[src/logic/bpred_pkg.sv]
package bpred_pkg;

    // table geometry, the global history is as wide as an index
    localparam int INDEX_BITS  = 8;
    localparam int TABLE_DEPTH = 1 << INDEX_BITS;
    localparam int ADDR_BITS   = 32;
    localparam int TAG_BITS    = 8;

    // index bits are taken from the pc starting above the byte offset
    localparam int PC_LSB = 2;

    // 2-bit saturating counter
    // upper bit is taken for direction tables, gshare for the meta table
    typedef logic [1:0] ctr_t;

    localparam ctr_t STRONG_NT = 2'd0;
    localparam ctr_t WEAK_NT   = 2'd1;
    localparam ctr_t WEAK_T    = 2'd2;
    localparam ctr_t STRONG_T  = 2'd3;

    // direction tables start weakly not-taken
    localparam ctr_t CTR_RESET  = WEAK_NT;
    // meta starts weakly bimodal
    localparam ctr_t META_RESET = WEAK_NT;

    typedef struct packed {
        logic [ADDR_BITS-1:0]  pc;
        logic [TAG_BITS-1:0]   tag;
    } bp_req_t;

    typedef struct packed {
        logic [TAG_BITS-1:0]   tag;
        logic [ADDR_BITS-1:0]  pc;
        logic [INDEX_BITS-1:0] gshare_index;
        // bimodal index also selects the meta entry
        logic [INDEX_BITS-1:0] bimodal_index;
        logic [INDEX_BITS-1:0] history;
        ctr_t                  gshare_state;
        ctr_t                  bimodal_state;
        ctr_t                  meta_state;
        logic                  predict_taken;
    } bp_pred_t;

    typedef struct packed {
        bp_pred_t pred;
        logic     actual_taken;
    } bp_resolve_t;

    typedef struct packed {
        logic                  enable;
        logic [INDEX_BITS-1:0] index;
        ctr_t                  state;
    } pht_write_t;

endpackage

[src/logic/bpred_top.sv]
`timescale 1ns/1ns

module bpred_top (
    input  logic                   clock,
    input  logic                   reset,

    // fetch request
    input  logic                   req_valid,
    output logic                   req_ready,
    input  bpred_pkg::bp_req_t     req,

    // prediction packet back to fetch
    output logic                   pred_valid,
    input  logic                   pred_ready,
    output bpred_pkg::bp_pred_t    pred,

    // resolved branch from the branch stack
    input  logic                   resolve_valid,
    input  bpred_pkg::bp_resolve_t resolve
);

    // request register to predict stage
    logic                             stage_valid;
    logic                             stage_ready;
    bpred_pkg::bp_req_t               stage_req;
    bpred_pkg::bp_pred_t              stage_pred;

    // table lookups
    logic [bpred_pkg::INDEX_BITS-1:0] gshare_index;
    logic [bpred_pkg::INDEX_BITS-1:0] bimodal_index;
    bpred_pkg::ctr_t                  gshare_state;
    bpred_pkg::ctr_t                  bimodal_state;
    bpred_pkg::ctr_t                  meta_state;

    // training and recovery
    bpred_pkg::pht_write_t            gshare_write;
    bpred_pkg::pht_write_t            bimodal_write;
    bpred_pkg::pht_write_t            meta_write;
    logic                             flush;
    logic [bpred_pkg::INDEX_BITS-1:0] repair_history;
    logic [bpred_pkg::INDEX_BITS-1:0] history;

    logic                             issue;

    // a packet entering the output register commits its speculative history
    assign issue = stage_valid && stage_ready;

    pipe_reg #(
        .payload_t (bpred_pkg::bp_req_t)
    ) req_reg (
        .clock     (clock),
        .reset     (reset),
        .flush     (flush),
        .in_valid  (req_valid),
        .in_ready  (req_ready),
        .in_data   (req),
        .out_valid (stage_valid),
        .out_ready (stage_ready),
        .out_data  (stage_req)
    );

    predict_stage predict_i (
        .req           (stage_req),
        .history       (history),
        .gshare_index  (gshare_index),
        .bimodal_index (bimodal_index),
        .gshare_state  (gshare_state),
        .bimodal_state (bimodal_state),
        .meta_state    (meta_state),
        .pred          (stage_pred)
    );

    pipe_reg #(
        .payload_t (bpred_pkg::bp_pred_t)
    ) out_reg (
        .clock     (clock),
        .reset     (reset),
        .flush     (flush),
        .in_valid  (stage_valid),
        .in_ready  (stage_ready),
        .in_data   (stage_pred),
        .out_valid (pred_valid),
        .out_ready (pred_ready),
        .out_data  (pred)
    );

    pht_bank #(.reset_state(bpred_pkg::CTR_RESET)) gshare_bank (
        .clock (clock), .reset (reset),
        .rd_index (gshare_index), .rd_state (gshare_state), .write (gshare_write)
    );

    pht_bank #(.reset_state(bpred_pkg::CTR_RESET)) bimodal_bank (
        .clock (clock), .reset (reset),
        .rd_index (bimodal_index), .rd_state (bimodal_state), .write (bimodal_write)
    );

    // meta shares the bimodal index
    pht_bank #(.reset_state(bpred_pkg::META_RESET)) meta_bank (
        .clock (clock), .reset (reset),
        .rd_index (bimodal_index), .rd_state (meta_state), .write (meta_write)
    );

    history_reg history_i (
        .clock          (clock),
        .reset          (reset),
        .shift          (issue),
        .shift_taken    (stage_pred.predict_taken),
        .repair         (flush),
        .repair_history (repair_history),
        .history        (history)
    );

    update_stage update_i (
        .clock          (clock),
        .reset          (reset),
        .resolve_valid  (resolve_valid),
        .resolve        (resolve),
        .gshare_write   (gshare_write),
        .bimodal_write  (bimodal_write),
        .meta_write     (meta_write),
        .flush          (flush),
        .repair_history (repair_history)
    );

endmodule

[src/logic/history_reg.sv]
`timescale 1ns/1ns

module history_reg (
    input  logic                             clock,
    input  logic                             reset,

    // speculative update when a prediction is issued
    input  logic                             shift,
    input  logic                             shift_taken,

    // restore from a mispredicted branch
    input  logic                             repair,
    input  logic [bpred_pkg::INDEX_BITS-1:0] repair_history,

    output logic [bpred_pkg::INDEX_BITS-1:0] history
);

    logic [bpred_pkg::INDEX_BITS-1:0] history_q;

    assign history = history_q;

    // repair beats a shift in the same cycle
    // the shifted prediction belonged to the wrong path anyway
    always_ff @(posedge clock) begin
        if (reset) begin
            history_q <= '0;
        end else if (repair) begin
            history_q <= repair_history;
        end else if (shift) begin
            // newest outcome enters at bit 0
            history_q <= {history_q[bpred_pkg::INDEX_BITS-2:0], shift_taken};
        end
    end

endmodule

[src/logic/pht_bank.sv]
`timescale 1ns/1ns

module pht_bank #(
    parameter bpred_pkg::ctr_t reset_state = bpred_pkg::CTR_RESET
) (
    input  logic                              clock,
    input  logic                              reset,

    // lookup side, read through without a clock
    input  logic [bpred_pkg::INDEX_BITS-1:0]  rd_index,
    output bpred_pkg::ctr_t                   rd_state,

    // training side from the update stage
    input  bpred_pkg::pht_write_t             write
);

    bpred_pkg::ctr_t counters [bpred_pkg::TABLE_DEPTH];

    assign rd_state = counters[rd_index];

    // every entry goes back to its starting state on reset
    // one entry per cycle is trained otherwise
    always_ff @(posedge clock) begin
        if (reset) begin
            for (int i = 0; i < bpred_pkg::TABLE_DEPTH; i++) begin
                counters[i] <= reset_state;
            end
        end else if (write.enable) begin
            counters[write.index] <= write.state;
        end
    end

endmodule

[src/logic/pipe_reg.sv]
`timescale 1ns/1ns

module pipe_reg #(
    parameter type payload_t = logic
) (
    input  logic     clock,
    input  logic     reset,
    input  logic     flush,

    input  logic     in_valid,
    output logic     in_ready,
    input  payload_t in_data,

    output logic     out_valid,
    input  logic     out_ready,
    output payload_t out_data
);

    logic     valid_q;
    payload_t data_q;

    // slot can take a new item when empty or when its item leaves this cycle
    assign in_ready = !valid_q || out_ready;

    assign out_valid = valid_q;
    assign out_data  = data_q;

    // flush drops both the held item and anything arriving at the same edge
    always_ff @(posedge clock) begin
        if (reset || flush) begin
            valid_q <= 1'b0;
        end else if (in_ready) begin
            valid_q <= in_valid;
        end
    end

    // payload only moves on a transfer
    always_ff @(posedge clock) begin
        if (in_valid && in_ready) begin
            data_q <= in_data;
        end
    end

endmodule

[src/logic/predict_stage.sv]
`timescale 1ns/1ns

module predict_stage (
    // request held in the request register
    input  bpred_pkg::bp_req_t                req,
    input  logic [bpred_pkg::INDEX_BITS-1:0]  history,

    // table read addresses
    output logic [bpred_pkg::INDEX_BITS-1:0]  gshare_index,
    output logic [bpred_pkg::INDEX_BITS-1:0]  bimodal_index,

    // table read data
    input  bpred_pkg::ctr_t                   gshare_state,
    input  bpred_pkg::ctr_t                   bimodal_state,
    input  bpred_pkg::ctr_t                   meta_state,

    output bpred_pkg::bp_pred_t               pred
);

    logic use_gshare;
    logic gshare_taken;
    logic bimodal_taken;

    // bimodal index is the pc alone, above the instruction byte offset
    assign bimodal_index = req.pc[bpred_pkg::PC_LSB +: bpred_pkg::INDEX_BITS];

    // gshare folds the global history into the same pc bits
    assign gshare_index = bimodal_index ^ history;

    // meta upper bit picks gshare
    assign use_gshare    = meta_state[1];
    assign gshare_taken  = gshare_state[1];
    assign bimodal_taken = bimodal_state[1];

    always_comb begin
        pred.tag           = req.tag;
        pred.pc            = req.pc;
        pred.gshare_index  = gshare_index;
        pred.bimodal_index = bimodal_index;
        // snapshot before this prediction shifts the history
        pred.history       = history;
        // all three states ride along so resolve can train without a read
        pred.gshare_state  = gshare_state;
        pred.bimodal_state = bimodal_state;
        pred.meta_state    = meta_state;
        if (use_gshare) begin
            pred.predict_taken = gshare_taken;
        end else begin
            pred.predict_taken = bimodal_taken;
        end
    end

endmodule

[src/logic/update_stage.sv]
`timescale 1ns/1ns

module update_stage (
    input  logic                              clock,
    input  logic                              reset,

    // resolved branch from the branch stack, no back-pressure
    input  logic                              resolve_valid,
    input  bpred_pkg::bp_resolve_t            resolve,

    output bpred_pkg::pht_write_t             gshare_write,
    output bpred_pkg::pht_write_t             bimodal_write,
    output bpred_pkg::pht_write_t             meta_write,

    // misprediction recovery, same cycle as the resolve
    output logic                              flush,
    output logic [bpred_pkg::INDEX_BITS-1:0]  repair_history
);

    logic                   pending_valid;
    bpred_pkg::bp_resolve_t pending;
    logic                   gshare_right;
    logic                   bimodal_right;

    // one step toward the outcome, held at either end
    function automatic bpred_pkg::ctr_t ctr_step(bpred_pkg::ctr_t state, logic up);
        bpred_pkg::ctr_t next;
        case (state)
            bpred_pkg::STRONG_NT: next = up ? bpred_pkg::WEAK_NT  : bpred_pkg::STRONG_NT;
            bpred_pkg::WEAK_NT:   next = up ? bpred_pkg::WEAK_T   : bpred_pkg::STRONG_NT;
            bpred_pkg::WEAK_T:    next = up ? bpred_pkg::STRONG_T : bpred_pkg::WEAK_NT;
            default:              next = up ? bpred_pkg::STRONG_T : bpred_pkg::WEAK_T;
        endcase
        return next;
    endfunction

    // wrong direction means everything younger is on a bad path
    assign flush = resolve_valid && (resolve.pred.predict_taken != resolve.actual_taken);

    // history as it would have been had the branch been predicted right
    assign repair_history = {resolve.pred.history[bpred_pkg::INDEX_BITS-2:0],
                             resolve.actual_taken};

    always_ff @(posedge clock) begin
        if (reset) begin
            pending_valid <= 1'b0;
        end else begin
            pending_valid <= resolve_valid;
        end
    end

    always_ff @(posedge clock) begin
        if (resolve_valid) begin
            pending <= resolve;
        end
    end

    // which direction tables got this branch right
    assign gshare_right  = pending.pred.gshare_state[1] == pending.actual_taken;
    assign bimodal_right = pending.pred.bimodal_state[1] == pending.actual_taken;

    always_comb begin
        // both direction tables always train
        gshare_write.enable  = pending_valid;
        gshare_write.index   = pending.pred.gshare_index;
        gshare_write.state   = ctr_step(pending.pred.gshare_state, pending.actual_taken);

        bimodal_write.enable = pending_valid;
        bimodal_write.index  = pending.pred.bimodal_index;
        bimodal_write.state  = ctr_step(pending.pred.bimodal_state, pending.actual_taken);

        // chooser only learns when the two tables disagree on correctness
        // upward is toward gshare
        meta_write.enable    = pending_valid && (gshare_right != bimodal_right);
        meta_write.index     = pending.pred.bimodal_index;
        meta_write.state     = ctr_step(pending.pred.meta_state, gshare_right);
    end

endmodule

[config.mk]
export PLATFORM = sky130hd
export DESIGN_NAME = bpred_top
export DESIGN_NICKNAME = d
export VERILOG_FILES = /design/src/logic/bpred_pkg.sv /design/src/logic/bpred_top.sv /design/src/logic/history_reg.sv /design/src/logic/pht_bank.sv /design/src/logic/pipe_reg.sv /design/src/logic/predict_stage.sv /design/src/logic/update_stage.sv
export SDC_FILE = /design/constraint.sdc
export NUM_CORES = 2
export LEC_CHECK = 0
export BUFFER_PORTS_ARGS = -buffer_cell sky130_fd_sc_hd__buf_2
export CAP_MARGIN = 20
export CORE_MARGIN = 2
export CORE_UTILIZATION = 40
export CTS_CLUSTER_DIAMETER = 150
export DETAILED_ROUTE_END_ITERATION = 8
export SYNTH_ARGS = -nofsm -noshare
export SYNTH_HDL_FRONTEND = slang
export SYNTH_HIERARCHICAL = 1
export SYNTH_SLANG_ARGS = --single-unit
[constraint.sdc]
create_clock -name clock -period 3.95 [get_ports clock]
set_input_delay 0.1975 -clock clock [delete_from_list [all_inputs] [get_ports clock]]
set_output_delay 0.1975 -clock clock [all_outputs]
set_load 0.01 [all_outputs]
==> Word level (Yosys, flattened, before mapping) <==
Memories as Yosys holds them, arrays and structs flattened. A register that Yosys moved wholly into a read port is not among the register bits.
Index checks and enable logic that the tools add are counted.
{ "word_totals": {"register_bits": 145, "ramBits": 1536, "out_inout_bits": 73, "elab_cells": 84, "memories": 3} }
{ "op_classes": {"n_eq_ne": 10, "n_mux": 33, "bitwise": 1, "n_reduce_logical": 16} }
{ "memory_table": {"columns": ["name", "words", "width", "read_ports", "rd_ports_with_merged_regs", "write_ports", "line", "rtl"], "rows": [
  ["bimodal_bank.counters", 256, 2, 1, 1, 256, "pht_bank.sv:17", "bpred_pkg::ctr_t counters [bpred_pkg::TABLE_DEPTH];"],
  ["gshare_bank.counters", 256, 2, 1, 0, 256, "pht_bank.sv:17", null],
  ["meta_bank.counters", 256, 2, 1, 1, 256, "pht_bank.sv:17", null]
]} }
{ "ops": {"columns": ["operator", "n"], "rows": [
  ["2-to-1 mux 8 bit", 7],
  ["one-hot mux 2 bit (3 select lines)", 3],
  ["2-to-1 mux 1 bit", 16],
  ["2-to-1 mux 2 bit", 7],
  ["XOR 8 bit", 1],
  ["== test 2 x 1 -> 1 bit, second input constant", 3],
  ["== test 2 bit, second input constant", 3],
  ["logical NOT 2 bit", 3],
  ["OR reduction 2 bit", 3],
  ["logical AND 1 bit", 4],
  ["logical OR 1 bit", 3],
  ["== test 1 bit", 2],
  ["logical NOT 1 bit", 2],
  ["inequality test 1 bit", 2],
  ["nonzero test 2 bit", 1]
]} }

==> Logic depth before layout (Yosys ltp) <==
{ "logic_depth": {"word_depth": 8, "depth_mapped": 16, "ltp_nobuf": 10} }

==> Cells and area by module <==
Netlist, hierarchy kept.
{ "by_module_without_submodules": {"columns": ["module", "n_inst", "cells_each", "area_per_inst_um2"], "rows": [
  ["pht_bank at gshare_bank ...", 2, 2008, 25414.4],
  ["pht_bank at bimodal_bank", 1, 2008, 25404.4],
  ["pipe_reg at out_reg", 1, 76, 2189.6],
  ["pipe_reg at req_reg", 1, 45, 1258.7],
  ["update_stage", 1, 76, 1088.5],
  ["predict_stage", 1, 87, 670.6],
  ["history_reg", 1, 35, 369.1],
  ["bpred_top", 1, 1, 6.3]
]} }

==> Worst setup path before layout <==
No wires, ideal clock.
{ "synth_path": {"path_kind": "register -> register", "start": "register req_reg.data_q, in the netlist req_reg/out_data[11]", "end": "register history_i.history_q, in the netlist history_i/history[0]", "arrival_time_ns": 2.857, "slack_ns": 0.964, "stages_incl_launch_ff": 16, "n_path_buf": 6, "synth_period_minus_slack_ns": 2.986, "path_cell_list": "edfxtp_1 buf_4 buf_6 buf_12 buf_12 buf_12 buf_12 mux2i_1 o22ai_1 nor4_1 o41ai_2 a31oi_1 a311oi_1 mux2_4 mux2i_1 a211oi_1"} }
{ "synth_rtl": {"columns": ["item", "line", "rtl"], "rows": [
  ["start, declared", "pipe_reg.sv:20", "payload_t data_q;"],
  ["start signal, assigned", "pipe_reg.sv:40", "data_q <= in_data;"],
  ["end signal, assigned", "history_reg.sv:28", "history_q <= repair_history;"],
  ["end signal, assigned", "history_reg.sv:31", "history_q <= {history_q[bpred_pkg::INDEX_BITS-2:0], shift_taken};"],
  ["end, declared", "history_reg.sv:18", "logic [bpred_pkg::INDEX_BITS-1:0] history_q;"]
]} }

==> results_dict.tcl <==
set metrics [dict create \
    status "complete, no violations" \
    crit_chain "buf_4 > buf_12 > mux4_1 > mux2_2 > a2111oi_0 > or3_1 > o31a_1 > a311oi_2 > mux2_4 > mux2i_1 > a211oi_1" \
    avgViaCountPerCell 5.99 \
    skew_ns 0.0416 \
    clk_path_buf_depth 3 \
    cp_num_buf_inv 2 \
    maxSlewHeadroom_pct 17.0 \
    fmaxAchievable_ghz 0.258 \
    yosys.area_share.simple_pct 12.2 \
    synth.top_cell.area_share_pct 61.3 \
    synth_cell_types 62 \
    port_buffers 148 \
    arrival_ns 4.58 \
    final_common_cell "edfxtp_1" \
    powerDensity_nw_per_um2 452 \
    netlist.top_cell.by_area "edfxtp_1" \
    utilization_pct 45.5 \
    synth.area.top_cells "edfxtp_1, a21o_1, mux4_2" \
    cp-start-kind "flop" \
    synth_xor_area_share_pct 0.118 \
    drc 0 \
    ys_ff_latch 1681 \
    fin_crit_ns 3.88 \
    wl_per_cell_um 27.8 \
    place_congestion 0.893 \
    grt_pass1_wl_um 376000 \
    end_kind "flop" \
    antenna_found_initial 7 \
    rsz0062_at_grt "false" \
    syn_to_final_growth_pct 13.5 \
    async_flop_share_pct 0 \
    drtIter0Drc 6898 \
    syn_inst 6344 \
    io-pin-count 190 \
    slew_viol_final 0 \
    crit_fanout 18 \
    finalSetupTns_ns 0 \
    path_clk_slew_ns 0.06 \
    dr_total_vias 55700 \
    drv_cap 0 \
    synth_compound_area_share_pct 9.54 \
    cts_root_buf "clkbuf_16" \
    synthMuxAreaShare_pct 11.5 \
    drive_gt1_share_pct 17.9 \
    synth_edf_count 1670 \
    syn_nets 6461 \
    peakVddDrop_mv 0.468 \
    drt_wl_total_um 259000 \
    layout.nets 6581 \
    synth_top_family_by_area "simple AND/OR/NAND/NOR gates" \
    ant_nets 0 \
    crit_family "multiplexers" \
    period_share_pct 98.2 \
    cts_tree "done" \
    coreArea_um2 204000 \
    synth-seq-area-share_pct 61.6 \
    dieArea_um2 208000 \
    die_width_um 456 \
    numCtsBuffers 182 \
    dp_hpwl_um 167000 \
    clkLatencyLatePin_ns 0.83 \
    largestRegisters "bimodal_bank/counters x512, gshare_bank/counters x512, meta_bank/counters x512" \
    htreeDepth 4 \
    grt_max_degree 183 \
    start_util_pct 40.1 \
    hp-class "primary input to flop" \
    hold_violations 0 \
    p_leak_nw 33.5 \
    worst_pin_slew_ns 1.24 \
    final_cell_mix "edfxtp_1, nand2_1, nor2_1" \
    cp.required_ns 4.65 \
    grt_overflow 0 \
    slowest_delay_ns 0.65 \
    grt_pass1_vias 55300 \
    netlist_area_um2 81800 \
    cts.sinks 1681 \
    setup_viol_count_final 0 \
    num_rows 166 \
    path_class "flop to flop" \
    syn_avg_cell_area_um2 12.9 \
    synth_fa_ha_area_share_pct 0.0489 \
    fp.dieH_um 456 \
    yosys_warnings 6 \
    grt_util_all_layers_pct 24.3 \
    firstDrtPassIters 6 \
    synth_flop_cell "edfxtp_1" \
    cp_slowest_cell "a2111oi_0" \
]
repair_timing:
action	4_1_cts	5_1_grt
hold buffers	78	0
resized for setup	2	5
pin swaps	1	0
setup endpoints to repair	2	1
setup buffers	2	0
hold endpoints to repair	108	0
through the flow:
step	instances	setup WS [ns]	power [mW]	area, um^2	hold slack, ns
6_report	9306	0.0721	41.9	92900	0.0733
5_1_grt	9302	0.00667	43.1	92900	0.0520
4_1_cts	9300	0.0355	42.1	92800	0.0154
3_5_place_dp	8889	-0.186	24.9	86000	0.376
3_3_place_gp	8889	-0.110	24.8	86000	0.376
2_1_floorplan	6344	0.964	23.4	81800	0.269
cell type report:
type	instances	area [um^2]
Fill cell	18200	111000
Sequential cell	1681	50400
Multi-Input combinational cell	3917	27800
Timing Repair Buffer	659	5270
Clock buffer	230	4760
Tap cell	2688	3360
Clock inverter	102	1230
Inverter	23	86.3
Antenna cell	6	15.0
logic make-up (layout without fill, tap and decap cells):
kind of cell    count (synthesis)  count (layout)
compound gates               1053            1053
xor+xnor                       11              11
fa+ha+maj                       4               4
buf+inv                       746            1014
flops                        1681            1681
mux                           618             618
other cells                     0               6
simple gates                 2231            2231
report_power, final:
group / switching, mW / total, mW / internal (mW) / leakage, nW
clock network: 7.37 / 17.3 / 9.91 / 2.91
registers: 0.275 / 20.3 / 20.1 / 16.1
logic: 2.67 / 4.31 / 1.64 / 14.5
per-layer routing:
metal	vias to the layer above	global-route usage (%)	share of wire (%)
met5	-	0	0
met4	0	11.9	5.4
met3	591	4.41	9.2
met2	2972	38.8	47
met1	28400	32.2	39
li1	23800	-	-
final timing paths:
| kind | from | end | slack (ns) | cells past startpoint |
|---|---|---|---|---|
| worst max register to register | req_reg/out_data[11]$_DFFE_PP_ | history_i/history[0]$_SDFFE_PP0P_ | 0.07 | 11 |
| worst min-delay path | resolve[3] | update_i/pending[3]$_DFFE_PP_ | 0.07 | 2 |
| worst min register to register | req_reg/out_data[34]$_DFFE_PP_ | out_reg/out_data[57]$_DFFE_PP_ | 0.41 | 0 |
| worst max-delay path | req_reg/out_data[11]$_DFFE_PP_ | history_i/history[0]$_SDFFE_PP0P_ | 0.07 | 11 |
synth_stat cells (21+ instances only):
| library cell | number |
|---|---|
| mux4_2 | 178 |
| nand2_1 | 814 |
| a21oi_1 | 22 |
| o22ai_1 | 129 |
| clkbuf_1 | 457 |
| mux4_1 | 56 |
| a2111oi_0 | 24 |
| edfxtp_1 | 1670 |
| nand3_1 | 60 |
| and3_1 | 168 |
| nor2b_1 | 49 |
| nor2_1 | 757 |
| buf_6 | 49 |
| or3_1 | 141 |
| nor4_1 | 48 |
| buf_4 | 142 |
| nor3_1 | 69 |
| nand2b_1 | 52 |
| a21o_1 | 597 |
| o21bai_1 | 159 |
| mux2_2 | 36 |
| buf_2 | 41 |
| mux2i_1 | 347 |
| nand4_1 | 21 |
Note: power is estimated with default switching activity, not from simulation.
